--- src/rtl/gfx_pkg.sv ---
`default_nettype none

package gfx_pkg;

  // Pixel column, wide enough for 336 columns
  typedef logic [8:0] x_coord_t;

  // Pixel row, wide enough for 210 rows
  typedef logic [7:0] y_coord_t;

  // One bit per channel, ordered R G B
  typedef logic [2:0] color_t;

  // Visible screen size in pixels
  localparam int SCREEN_W = 336;
  localparam int SCREEN_H = 210;

endpackage

`default_nettype wire

--- src/rtl/ui_pkg.sv ---
`default_nettype none

package ui_pkg;

  // Bit positions of the four push-buttons
  localparam int KEY_SETX   = 0;
  localparam int KEY_SETY   = 1;
  localparam int KEY_SETCOL = 2;
  localparam int KEY_GO     = 3;

  // Controller states
  typedef enum logic {
    UI_IDLE,
    UI_BUSY
  } ui_state_t;

  // Line engine states
  typedef enum logic [1:0] {
    LDA_IDLE,
    LDA_INIT,
    LDA_DRAW,
    LDA_DONE
  } lda_state_t;

endpackage

`default_nettype wire

--- src/rtl/line_if.sv ---
`default_nettype none

interface line_if
  import gfx_pkg::*;
();

  // Request from the user interface
  x_coord_t x0;
  y_coord_t y0;
  x_coord_t x1;
  y_coord_t y1;
  color_t   color;
  logic     start;

  // Completion from the line engine
  logic     done;

  modport ui (
    output x0, y0, x1, y1, color, start,
    input  done
  );

  modport lda (
    input  x0, y0, x1, y1, color, start,
    output done
  );

endinterface

`default_nettype wire

--- src/rtl/key_sync.sv ---
`default_nettype none

module key_sync #(
  parameter int SYNC_STAGES = 2
) (
  input  logic       CLOCK_50,
  input  logic       i_rst,
  input  logic [3:0] i_key,
  output logic [3:0] o_press
);

  // Synchronizer chain, stage 0 samples the raw buttons
  logic [3:0] sync_q [SYNC_STAGES];
  logic [3:0] level;
  logic [3:0] level_prev_q;

  assign level = sync_q[SYNC_STAGES-1];

  always_ff @(posedge CLOCK_50) begin
    if (i_rst) begin
      for (int i = 0; i < SYNC_STAGES; i++) begin
        sync_q[i] <= '0;
      end
      level_prev_q <= '0;
      o_press      <= '0;
    end else begin
      // Inverted so a held button reads as 1
      sync_q[0] <= ~i_key;
      for (int i = 1; i < SYNC_STAGES; i++) begin
        sync_q[i] <= sync_q[i-1];
      end
      level_prev_q <= level;
      // Rising edge of the pressed level
      o_press      <= level & ~level_prev_q;
    end
  end

  // A held button never yields back-to-back pulses
  assert property (@(posedge CLOCK_50) disable iff (i_rst)
    (o_press & $past(o_press)) == 4'b0000);

endmodule

`default_nettype wire

--- src/rtl/user_interface.sv ---
`default_nettype none

module user_interface
  import gfx_pkg::*, ui_pkg::*;
(
  input  logic       CLOCK_50,
  input  logic       i_rst,
  input  x_coord_t   i_val,
  input  logic [3:0] i_press,
  output logic       o_busy,
  line_if.ui         line
);

  ui_state_t state;

  assign o_busy = (state == UI_BUSY);

  always_ff @(posedge CLOCK_50) begin
    if (i_rst) begin
      state      <= UI_IDLE;
      line.start <= 1'b0;
      line.x0    <= '0;
      line.y0    <= '0;
      line.x1    <= '0;
      line.y1    <= '0;
      line.color <= '0;
    end else begin
      line.start <= 1'b0;
      case (state)
        UI_IDLE: begin
          if (i_press[KEY_SETX]) begin
            line.x1 <= i_val;
          end
          if (i_press[KEY_SETY]) begin
            line.y1 <= y_coord_t'(i_val);
          end
          if (i_press[KEY_SETCOL]) begin
            line.color <= color_t'(i_val);
          end
          // Start pulse and busy rise on the same edge
          if (i_press[KEY_GO]) begin
            line.start <= 1'b1;
            state      <= UI_BUSY;
          end
        end
        UI_BUSY: begin
          // End point becomes the start of the next line
          if (line.done) begin
            line.x0 <= line.x1;
            line.y0 <= line.y1;
            state   <= UI_IDLE;
          end
        end
      endcase
    end
  end

  // One outstanding request at a time across the line handshake
  assert property (@(posedge CLOCK_50) disable iff (i_rst)
    line.start |=> (!line.start until line.done));

endmodule

`default_nettype wire

--- src/rtl/line_drawing_algorithm.sv ---
`default_nettype none

module line_drawing_algorithm
  import gfx_pkg::*, ui_pkg::*;
(
  input  logic     CLOCK_50,
  input  logic     i_rst,
  line_if.lda      line,
  output x_coord_t o_x,
  output y_coord_t o_y,
  output color_t   o_color,
  output logic     o_plot
);

  lda_state_t state;

  // Endpoints on the swapped axes, both held at x width
  logic     steep;
  x_coord_t abs_dx;
  x_coord_t abs_dy;
  x_coord_t pa0, pb0, pa1, pb1;
  x_coord_t ma0, mi0, ma1, mi1;
  x_coord_t dmaj;
  x_coord_t dmin;

  // Walk registers, maj is the axis stepped every cycle
  logic               steep_q;
  logic               min_down_q;
  x_coord_t           maj_q;
  x_coord_t           maj_end_q;
  x_coord_t           min_q;
  x_coord_t           dmaj_q;
  x_coord_t           dmin_q;
  logic signed [10:0] err_q;
  logic signed [10:0] err_next;

  always_comb begin
    abs_dx = (line.x1 > line.x0) ? line.x1 - line.x0 : line.x0 - line.x1;
    abs_dy = (line.y1 > line.y0) ? {1'b0, line.y1} - {1'b0, line.y0}
                                 : {1'b0, line.y0} - {1'b0, line.y1};
    steep  = abs_dy > abs_dx;

    pa0 = steep ? {1'b0, line.y0} : line.x0;
    pb0 = steep ? line.x0 : {1'b0, line.y0};
    pa1 = steep ? {1'b0, line.y1} : line.x1;
    pb1 = steep ? line.x1 : {1'b0, line.y1};

    // Order so the major coordinate increases
    if (pa0 > pa1) begin
      ma0 = pa1;
      mi0 = pb1;
      ma1 = pa0;
      mi1 = pb0;
    end else begin
      ma0 = pa0;
      mi0 = pb0;
      ma1 = pa1;
      mi1 = pb1;
    end

    dmaj = ma1 - ma0;
    dmin = (mi1 > mi0) ? mi1 - mi0 : mi0 - mi1;

    err_next = err_q + $signed({2'b00, dmin_q});
  end

  always_ff @(posedge CLOCK_50) begin
    if (i_rst) begin
      state      <= LDA_IDLE;
      steep_q    <= 1'b0;
      min_down_q <= 1'b0;
      maj_q      <= '0;
      maj_end_q  <= '0;
      min_q      <= '0;
      dmaj_q     <= '0;
      dmin_q     <= '0;
      err_q      <= '0;
    end else begin
      case (state)
        LDA_IDLE: begin
          if (line.start) begin
            state <= LDA_INIT;
          end
        end
        LDA_INIT: begin
          steep_q    <= steep;
          min_down_q <= mi1 < mi0;
          maj_q      <= ma0;
          maj_end_q  <= ma1;
          min_q      <= mi0;
          dmaj_q     <= dmaj;
          dmin_q     <= dmin;
          err_q      <= -$signed({2'b00, dmaj >> 1});
          state      <= LDA_DRAW;
        end
        LDA_DRAW: begin
          if (maj_q == maj_end_q) begin
            state <= LDA_DONE;
          end else begin
            maj_q <= maj_q + 1'b1;
            if (err_next > 11'sd0) begin
              min_q <= min_down_q ? min_q - 1'b1 : min_q + 1'b1;
              err_q <= err_next - $signed({2'b00, dmaj_q});
            end else begin
              err_q <= err_next;
            end
          end
        end
        LDA_DONE: begin
          state <= LDA_IDLE;
        end
      endcase
    end
  end

  // Swap back to screen orientation
  assign o_x       = steep_q ? min_q : maj_q;
  assign o_y       = steep_q ? y_coord_t'(maj_q) : y_coord_t'(min_q);
  assign o_color   = line.color;
  assign o_plot    = (state == LDA_DRAW);
  assign line.done = (state == LDA_DONE);

  // On-screen endpoints keep every pixel on screen
  assert property (@(posedge CLOCK_50) disable iff (i_rst)
    o_plot && line.x0 < SCREEN_W && line.x1 < SCREEN_W
      && line.y0 < SCREEN_H && line.y1 < SCREEN_H
    |-> state == LDA_DRAW && o_x < SCREEN_W && o_y < SCREEN_H);

  // Done only closes a line that plotted on the previous cycle
  assert property (@(posedge CLOCK_50) disable iff (i_rst)
    line.done |-> state == LDA_DONE && $past(o_plot));

endmodule

`default_nettype wire

--- src/rtl/line_plot_top.sv ---
`default_nettype none

module line_plot_top
  import gfx_pkg::*;
#(
  parameter int SYNC_STAGES = 2
) (
  input  logic       CLOCK_50,
  input  logic       i_rst,
  input  x_coord_t   i_val,
  input  logic [3:0] i_key,
  output x_coord_t   o_x,
  output y_coord_t   o_y,
  output color_t     o_color,
  output logic       o_plot,
  output logic       o_busy
);

  // One-cycle button pulses
  logic [3:0] press;

  line_if u_line ();

  key_sync #(
    .SYNC_STAGES (SYNC_STAGES)
  ) u_key_sync (
    .CLOCK_50    (CLOCK_50),
    .i_rst       (i_rst),
    .i_key       (i_key),
    .o_press     (press)
  );

  user_interface u_user_interface (
    .CLOCK_50    (CLOCK_50),
    .i_rst       (i_rst),
    .i_val       (i_val),
    .i_press     (press),
    .o_busy      (o_busy),
    .line        (u_line.ui)
  );

  // Pixel strobe goes where the VGA adapter plot input would be
  line_drawing_algorithm u_line_drawing_algorithm (
    .CLOCK_50    (CLOCK_50),
    .i_rst       (i_rst),
    .line        (u_line.lda),
    .o_x         (o_x),
    .o_y         (o_y),
    .o_color     (o_color),
    .o_plot      (o_plot)
  );

endmodule

`default_nettype wire

--- config.mk ---
export PLATFORM = sky130hd
export DESIGN_NAME = line_plot_top
export DESIGN_NICKNAME = d
export VERILOG_FILES = /design/src/rtl/gfx_pkg.sv /design/src/rtl/ui_pkg.sv /design/src/rtl/line_if.sv /design/src/rtl/key_sync.sv /design/src/rtl/user_interface.sv /design/src/rtl/line_drawing_algorithm.sv /design/src/rtl/line_plot_top.sv
export SDC_FILE = /design/constraint.sdc
export NUM_CORES = 1
export LEC_CHECK = 0
export ABC_AREA = 1
export BUFFER_PORTS_ARGS = -buffer_cell sky130_fd_sc_hd__buf_2
export CORE_MARGIN = 2
export CORE_UTILIZATION = 45
export DETAILED_ROUTE_END_ITERATION = 10
export GPL_ROUTABILITY_DRIVEN = 0
export HOLD_SLACK_MARGIN = 0.05
export PLACE_DENSITY = 0.59
export SETUP_SLACK_MARGIN = 0.05
export SYNTH_ARGS = -nofsm -noshare
export SYNTH_HDL_FRONTEND = slang
export SYNTH_HIERARCHICAL = 1
export SYNTH_SLANG_ARGS = --single-unit
--- constraint.sdc ---
create_clock -name CLOCK_50 -period 13 [get_ports CLOCK_50]
set_input_delay 0.65 -clock CLOCK_50 [delete_from_list [all_inputs] [get_ports CLOCK_50]]
set_output_delay 0.65 -clock CLOCK_50 [all_outputs]
set_load 0.03 [all_outputs]
# ---- Word-level counts from Yosys, hierarchy flattened
# Memory sizes are Yosys's and may differ from the RTL's.
# Cells that the tools add are included.
dict set report op_classes {
  bitwise 6
  n_lt_le_gt_ge 7
  n_addsub 13
  n_reduce_logical 10
  n_mux 33
  n_eq_ne 8
}
# operator n
set ops {}
lappend ops {{9-bit 2-to-1 mux} 16}
lappend ops {{9-bit subtractor} 5}
lappend ops {{9-bit greater-than comparator} 4}
lappend ops {{9-bit case mux with 2 select lines} 2}
lappend ops {{11-bit 2-to-1 mux} 2}
lappend ops {{11-bit case mux with 2 select lines} 1}
lappend ops {{9-bit by 1-bit adder with 9-bit output, second input constant} 2}
lappend ops {{8-bit by 8-bit subtractor with 9-bit output} 2}
lappend ops {{2-bit AND reduction} 6}
lappend ops {{11-bit by 10-bit adder with 11-bit output} 1}
lappend ops {{11-bit by 1-bit greater-than comparator with 1-bit output, second input constant} 1}
lappend ops {{8-bit negator with 11-bit output} 1}
lappend ops {{11-bit by 10-bit subtractor with 11-bit output} 1}
lappend ops {{9-bit equality test} 1}
lappend ops {{9-bit < comparator} 1}
lappend ops {{9-bit by 1-bit subtractor with 9-bit output, second input constant} 1}
lappend ops {{8-bit greater-than comparator} 1}
lappend ops {{4-bit 2-to-1 mux} 2}
lappend ops {{8-bit 2-to-1 mux} 1}
lappend ops {{4-bit inverter} 2}
lappend ops {{2-bit case mux with 4 select lines} 1}
lappend ops {{1-bit 2-to-1 mux} 5}
lappend ops {{4-bit bitwise AND} 1}
lappend ops {{2-bit equality test, second input constant} 2}
lappend ops {{other kinds (11)} 15}
dict set report totals {
  mem_bits_rw 8
  output_inout_bits 22
  ff_bits 107
  memories 1
}
# memory words width read_ports rd_ports_with_merged_regs wr line
set mem_list {}
lappend mem_list {u_key_sync.sync_q 2 4 2 0 2 key_sync.sv:13} ;# logic [3:0] sync_q [SYNC_STAGES];

# ---- Depth between registers and ports, before layout
# Gate-level depths: netlist of the first run.
dict set report depth {
  word_depth 9
  ltp_mapped 59
  depth_no_buf 51
}

# ---- Hierarchy
# The synthesis of the first run kept the hierarchy.
# mod n_inst cells_each area_per_inst_um2
set modules_own_cells {}
lappend modules_own_cells {line_drawing_algorithm 1 1269 7980.2}
lappend modules_own_cells {user_interface 1 203 1496.4}
lappend modules_own_cells {key_sync 1 42 452.9}

# ---- Worst setup path before layout of the first run
# Ideal clock, no wire load.
dict set report synth_timing {
  path_kind {reg-to-reg}
  startpoint {reg u_user_interface.line.y0[3]}
  endpoint {reg u_line_drawing_algorithm.dmin_q[6]}
  path_slack_ns 4.796
  t_required_ns 12.885
  arrival_time_ns 8.089
  path_buffers 10
  path_stages_with_launch 52
  cell_sequence {dfxtp_1 inv_1 ha_1 clkbuf_1 nand2_1 or4_1 nand2_1 clkbuf_1 a21oi_1 o221ai_1 xnor2_1 inv_1 ha_1 nand2_1 inv_2 nand2_2 nor2_1 nor2_2 (+16 left out) buf_2 clkbuf_1 clkbuf_1 nand2_1 o21ai_0 ha_1 nand2_1 o21ai_0 nand2_1 o211ai_1 a21oi_1 o21bai_1 nand2_1 o21ai_0 o221ai_1 xor2_1 o21ai_0 inv_1}
}
dict set report synth_between {
  elab_chain_cells 8
  elab_cells_between_ends 16
  classes_between {add/sub: 4; order compare: 4; mux: 8}
}
# item line
set synth_rtl {}
lappend synth_rtl {{start, declared} line_if.sv:19} ;# output x0, y0, x1, y1, color, start,
lappend synth_rtl {{start signal, assigned} user_interface.sv:50} ;# line.y0 <= line.y1;
lappend synth_rtl {{8-bit by 8-bit subtractor with 9-bit output, or another cell as far along} line_drawing_algorithm.sv:40} ;# : {1'b0, line.y0} - {1'b0, line.y1};
lappend synth_rtl {{9-bit 2-to-1 mux} line_drawing_algorithm.sv:39} ;# abs_dy = (line.y1 > line.y0) ? {1'b0, line.y1} - {1'b0, line.y0}
lappend synth_rtl {{9-bit greater-than comparator} line_drawing_algorithm.sv:41} ;# steep = abs_dy > abs_dx;
lappend synth_rtl {{9-bit 2-to-1 mux (on tied branches)} {line_drawing_algorithm.sv:43, line_drawing_algorithm.sv:45}}
lappend synth_rtl {{9-bit greater-than comparator} line_drawing_algorithm.sv:49} ;# if (pa0 > pa1) begin
lappend synth_rtl {{9-bit 2-to-1 mux} line_drawing_algorithm.sv:49}
lappend synth_rtl {{9-bit subtractor / 9-bit greater-than comparator (equally long branches)} line_drawing_algorithm.sv:62} ;# dmin = (mi1 > mi0) ? mi1 - mi0 : mi0 - mi1;
lappend synth_rtl {{9-bit 2-to-1 mux *} line_drawing_algorithm.sv:62}
lappend synth_rtl {{end signal, assigned} line_drawing_algorithm.sv:92} ;# dmin_q <= dmin;
lappend synth_rtl {{end, declared} line_drawing_algorithm.sv:33} ;# x_coord_t dmin_q;
# Mark *: on every way between the ends. The rest lies on a longest branch, timed or not.
# A chain may end at the register's enable or synchronous reset.

# ---- Worst setup path after layout of the first run
dict set report layout_timing {
  startpoint {reg u_user_interface.line.y0[2]}
  endpoint {reg u_line_drawing_algorithm.dmin_q[6]}
}
# Same word-level chain as after synthesis.

==> results of run 1 <==
==> routing by layer <==
layer / up-vias / GRT usage / share of wire
met5: - / 0 / 0
met4: 0 / 0.0688 / 0.020
met3: 36 / 0.0421 / 0.045
met2: 233 / 0.395 / 0.46
met1: 4191 / 0.318 / 0.48
li1: 4883 / - / -
==> cells in the final DEF (no fill, tap or decap), types with 4 or more instances in the layout <==
cell	netlist	layout
inv_1	230	230
o21ai_1	8	8
inv_2	6	6
nand3_1	70	70
nor2_2	10	10
ha_1	99	99
buf_2	8	36
nand2_2	24	24
nand4_1	10	10
nand2_1	286	286
xnor2_1	20	20
inv_6	1	8
nor2_1	142	142
nor3_1	9	9
dfxtp_1	115	115
nor4_1	5	5
clkbuf_16	0	17
o211ai_1	14	14
a21o_1	7	7
a221oi_1	5	5
o21ai_0	173	173
inv_8	1	5
o221ai_1	4	4
xor2_1	30	30
nor2_4	5	5
fa_1	9	9
nand2_4	10	10
a21oi_1	124	124
==> sequential cells by signal (all words and copies together) (netlist names) <==
signal	cells
u_line_drawing_algorithm/err_q	11
u_line_drawing_algorithm/maj_q	9
u_line_drawing_algorithm/state	2
u_line_drawing_algorithm/steep_q	1
u_user_interface/line.y0	8
u_user_interface/line.color	3
u_line_drawing_algorithm/maj_end_q	9
u_user_interface/line.x0	9
u_user_interface/o_busy	1
u_line_drawing_algorithm/min_down_q	1
u_key_sync/o_press	4
u_line_drawing_algorithm/dmin_q	9
u_user_interface/line.start	1
u_key_sync/level_prev_q	4
u_line_drawing_algorithm/min_q	9
u_user_interface/line.x1	9
u_line_drawing_algorithm/dmaj_q	9
u_key_sync/sync_q	8
u_user_interface/line.y1	8
==> how the worst max path moves through the flow <==
stage | slack (ns) | start | cells after the start | end
2_1_floorplan | 4.80 | u_user_interface/line.y0[3] | 51 | u_line_drawing_algorithm/dmin_q[6]
3_5_place_dp | 3.94 | u_user_interface/line.y0[1] | 45 | u_line_drawing_algorithm/dmin_q[6]
4_1_cts | 3.89 | u_user_interface/line.y0[1] | 45 | u_line_drawing_algorithm/dmin_q[6]
3_3_place_gp | 4.13 | u_user_interface/line.y0[1] | 45 | u_line_drawing_algorithm/dmin_q[6]
5_1_grt | 2.57 | u_user_interface/line.y0[2] | 44 | u_line_drawing_algorithm/dmin_q[8]
6_report | 3.80 | u_user_interface/line.y0[2] | 45 | u_line_drawing_algorithm/dmin_q[6]
==> cell families after synthesis <==
logic type      share of synthesized area
buf+inv                             0.123
fa+ha+maj                           0.143
compound gates                      0.193
mux                               0.00529
flops                               0.232
simple gates                        0.258
xor+xnor                           0.0457
==> stage by stage <==
stage | cells | util | cell area [um^2] | worst slack [ns] | hold slack (ns)
after floorplan | 1514 | - | 9930 | 4.80 | 0.382
after global placement | 1772 | 0.468 | 10200 | 4.13 | 0.387
after detailed placement | 1772 | 0.468 | 10200 | 3.94 | 0.390
after CTS | 1804 | 0.494 | 10800 | 3.89 | 0.355
after global routing | 1804 | 0.494 | 10800 | 2.57 | 0.353
final | 1804 | 0.494 | 10800 | 3.80 | 0.368
==> worst max-delay path, delay by kind of cell, from the launching register on <==
kind / cells / cell delay (ns)
compound gates: 13 / 3.41
xor+xnor: 1 / 0.17
fa+ha+maj: 4 / 1.49
buf+inv: 5 / 0.31
flops: 1 / 0.43
simple gates: 22 / 3.22
==> area by class of cell <==
type                       count  area, um^2
multi-input combinational   1099        6400
timing repair buffer          39         203
clock buffer                  17         425
tap                          280         350
sequential                   115        2300
clock inverter                15         160
inverter                     239         911
fill                        2315       11000
==> impl_metrics.yaml, run 1 <==
finish:
  syn2layout_area_growth_pct: 8.33
  layout.nets: 1634
  num_antenna_cells: 0
  drive_above_1_share: 0.0932
worst_setup_path:
  crit_slowest_cell: "a2111oi_0"
  worstPathMaxFanout: 66
  r2r_setup_slack_ns: 3.80
  worst_path_most_repeated_cell: "nand2_1"
  end_kind: "flip-flop"
  crit_required_ns: 13.31
  critPathLaunchType: "flip-flop"
  crit_type: "flip-flop to flip-flop"
  slowest_delay_ns: 0.53
  rr_worst_depth: 45
  r2r_end: "u_line_drawing_algorithm/dmin_q[6]"
  arrival_ns: 9.51
  timing.rr.start: "u_user_interface/line.y0[2]"
detailed_routing:
  drt-total-wl_um: 27800
  viasPerCell: 5.18
  num_vias: 9343
  routedWlPerCell_um: 15.4
  first_pass_iters: 5
  postRouteAntennaNets: 0
  drtIter0Drc: 716
  drc: 0
timing:
  min_period_over_period: 0.708
  setup_tns_ns: 0
  slew_headroom: 0.206
  tightest_slew_ns: 1.19
  hold_violations: 0
  slew_viol_final: 0
  period_minus_slack_ns: 9.20
  rsz0062_at_grt: "false"
  setup_viol_count_final: 0
  skew_ns: 0.0122
  max_freq_mhz: 109
synth:
  synthesis.nets: 1637
  synth.distinct_cells: 52
  synthesis.area_um2: 9930
  synth.ff_latch_count: 115
  ys_warn_count: 6
  yosys-top-cells-area: "dfxtp_1 (23%), ha_1 (12%), nand2_1 (11%)"
  synth_commonest_cells: "nand2_1 (286), inv_1 (230), o21ai_0 (173), nor2_1 (142), a21oi_1 (124)"
  synth_edf_count: 0
  postSynthAreaPerCell_um2: 6.56
  ys_seq_area_frac: 0.232
  synthArstFlopShare: 0
  synth_area_leader_cell: "dfxtp_1"
  synth.top_cell.area_share: 0.232
  synth.most_common_cell: "nand2_1"
  synthCells: 1514
  synthFlopType: "dfxtp_1"
die:
  coreArea_um2: 21800
  dieArea_um2: 23300
  rows: 54
  ios: 37
  fp.dieW_um: 153
  start_util: 0.456
  fp.dieH_um: 153
clock_tree:
  h-tree-depth: 4
  clk_pin_slew_ns: 0.07
  cts.sinks: 115
  clock_latency_ns: 0.43
  cts_resized: 0
  post_cts.repair.setup_buffers: 0
  cts_hold_buf: 0
  cts_root_buffer: "clkbuf_16"
  cts_buffers: 17
  clockBufferDepth: 2
  cts_tree: "built"
global_route:
  grt_pass1_vias: 8721
  grt-ovfl-total: 0
  antenna_found_initial: 0
  grt_first_pass_wirelength_um: 44700
  grt_usage: 0.238
  grt_max_degree: 67
outcome:
  status: "complete, no violations"
worst_hold_path:
  min_to: "u_key_sync/sync_q[0][2]"
  hold_path_depth: 2
  hp-start: "i_key[2]"
  hp-class: "primary input to flip-flop"
flow_run:
  drv_cap: 0
placement:
  hpwl_um: 21500
  port-buffer-count: 36
Power of run 1 is not shown: default switching activity piles up to over one toggle a cycle in this logic, so the estimate is an artifact.
==> run 2, diff against run 1 <==
clock period = 9.1 ns   (was 13 ns; I/O delays follow)
==> impl_metrics.yaml, run 2 (synthesis results as in run 1) <==
die:
  start_util: 0.456
  fp.dieW_um: 153
  coreArea_um2: 21800
  rows: 54
  ios: 37
  fp.dieH_um: 153
  dieArea_um2: 23300
placement:
  place_inst: 1777
  hpwl_um: 21500
  place_ws_ns: -0.0603
  port-buffer-count: 36
timing:
  hold_violations: 0
  tightest_slew_ns: 1.17
  worst_hold_slack_ns: 0.168
  period_minus_slack_ns: 8.14
  min_period_over_period: 0.894
  skew_ns: 0.0103
  layout_setup_ws_ns: 0.964
  max_freq_mhz: 123
  slew_viol_final: 0
  setup_viol_count_final: 0
  slew_headroom: 0.217
  rsz0062_at_grt: "false"
global_route:
  grt_max_degree: 67
  grt-ovfl-total: 0
  grt_usage: 0.241
  antenna_found_initial: 0
  grt_pass1_vias: 8646
  grt_first_pass_wirelength_um: 45100
detailed_routing:
  postRouteAntennaNets: 0
  drtIter0Drc: 642
  viasPerCell: 5.17
  first_pass_iters: 9
  drt-total-wl_um: 28200
  drc: 0
  routedWlPerCell_um: 15.6
  num_vias: 9366
worst_setup_path:
  crit_type: "flip-flop to flip-flop"
  arrival_ns: 8.45
  slowest_delay_ns: 0.58
  end_kind: "flip-flop"
  critPathLaunchType: "flip-flop"
  crit_required_ns: 9.42
  worstPathMaxFanout: 60
  worst_path_most_repeated_cell: "nand2_1"
  crit_slowest_cell: "or4_1"
finish:
  largest_register_ffs: 11
  fill_cells: 2275
  fin_cells: 1811
  syn2layout_area_growth_pct: 9.20
  num_antenna_cells: 0
  largest_register: "u_line_drawing_algorithm/err_q"
  final_cell_mix: "nand2_1 (284), inv_1 (230), o21ai_0 (167), nor2_1 (142), a21oi_1 (124)"
  multi_input_area_um2: 6460
  seqCellArea_um2: 2300
  mostFrequentLayoutCell: "nand2_1"
  drive_above_1_share: 0.0993
  layout.nets: 1641
clock_tree:
  cts_root_buffer: "clkbuf_16"
  clockBufferDepth: 2
  cts.sinks: 115
  cts_buffers: 17
  cts_tree: "built"
  clk_pin_slew_ns: 0.06
  h-tree-depth: 4
  post_cts.repair.setup_buffers: 0
  clock_latency_ns: 0.43
  cts_hold_buf: 0
outcome:
  status: "complete, no violations"
worst_hold_path:
  hp-class: "primary input to flip-flop"
flow_run:
  drv_cap: 0
-- run 2: changes by cell type in the layout (fill, tap and decap cells not counted) --
cell,change
o21ai_0,-6
buf_4,+5
nand2_8,+2
nand2_2,+2
a2111oi_2,+1
clkinv_4,-1
o21ai_1,+6
inv_6,+2
inv_8,-1
nand2_1,-2
a2111oi_0,-1
-- run 2: final cells by class --
class | instances | area share
timing repair buffer | 44 | 0.0222
clock buffer | 17 | 0.0392
inverter | 239 | 0.0840
clock inverter | 15 | 0.0145
sequential | 115 | 0.212
tap | 280 | 0.0323
multi-input combinational | 1101 | 0.595
-- run 2: metrics by stage --
| step | cell area (um^2) | setup TNS, ns | utilization |
|---|---|---|---|
| CTS | 10800 | 0 | 0.496 |
| detailed placement | 10200 | -0.0966 | 0.469 |
| floorplan | 9930 | 0 | - |
| finish | 10800 | 0 | 0.498 |
| global placement | 10200 | 0 | 0.469 |
| global route | 10800 | 0 | 0.498 |
-- run 2: worst max-delay path, delay by kind of cell, from the launching register on --
kind | cells | cell delay, ns
simple gates | 22 | 3.53
compound gates | 10 | 1.62
fa+ha+maj | 4 | 1.51
buf+inv | 6 | 0.58
flops | 1 | 0.41
xor+xnor | 2 | 0.36
-- run 2: per-layer routing --
metal	track usage	share of wire	vias to the layer above
li1	-	-	4898
met1	0.321	0.46	4175
met2	0.398	0.46	255
met3	0.0438	0.056	38
met4	0.0710	0.022	0
met5	0	0	-
-- run 2: what timing repair did --
item,CTS,global route
setup endpoints to repair,4,8
gates cloned,0,2
gates resized for setup,1,11
pin swaps,0,2
-- run 2: path summary, 6_finish.rpt --
kind                                from  cells past startpoint  slack, ns                                 end
min reg2reg   u_key_sync/level_prev_q[2]                      1       0.40               u_key_sync/o_press[2]
min                             i_key[2]                      2       0.17             u_key_sync/sync_q[0][2]
max reg2reg  u_user_interface/line.y0[5]                     44       0.96  u_line_drawing_algorithm/dmin_q[5]
max          u_user_interface/line.y0[5]                     44       0.96  u_line_drawing_algorithm/dmin_q[5]
Power of run 2 is left out for the same reason.
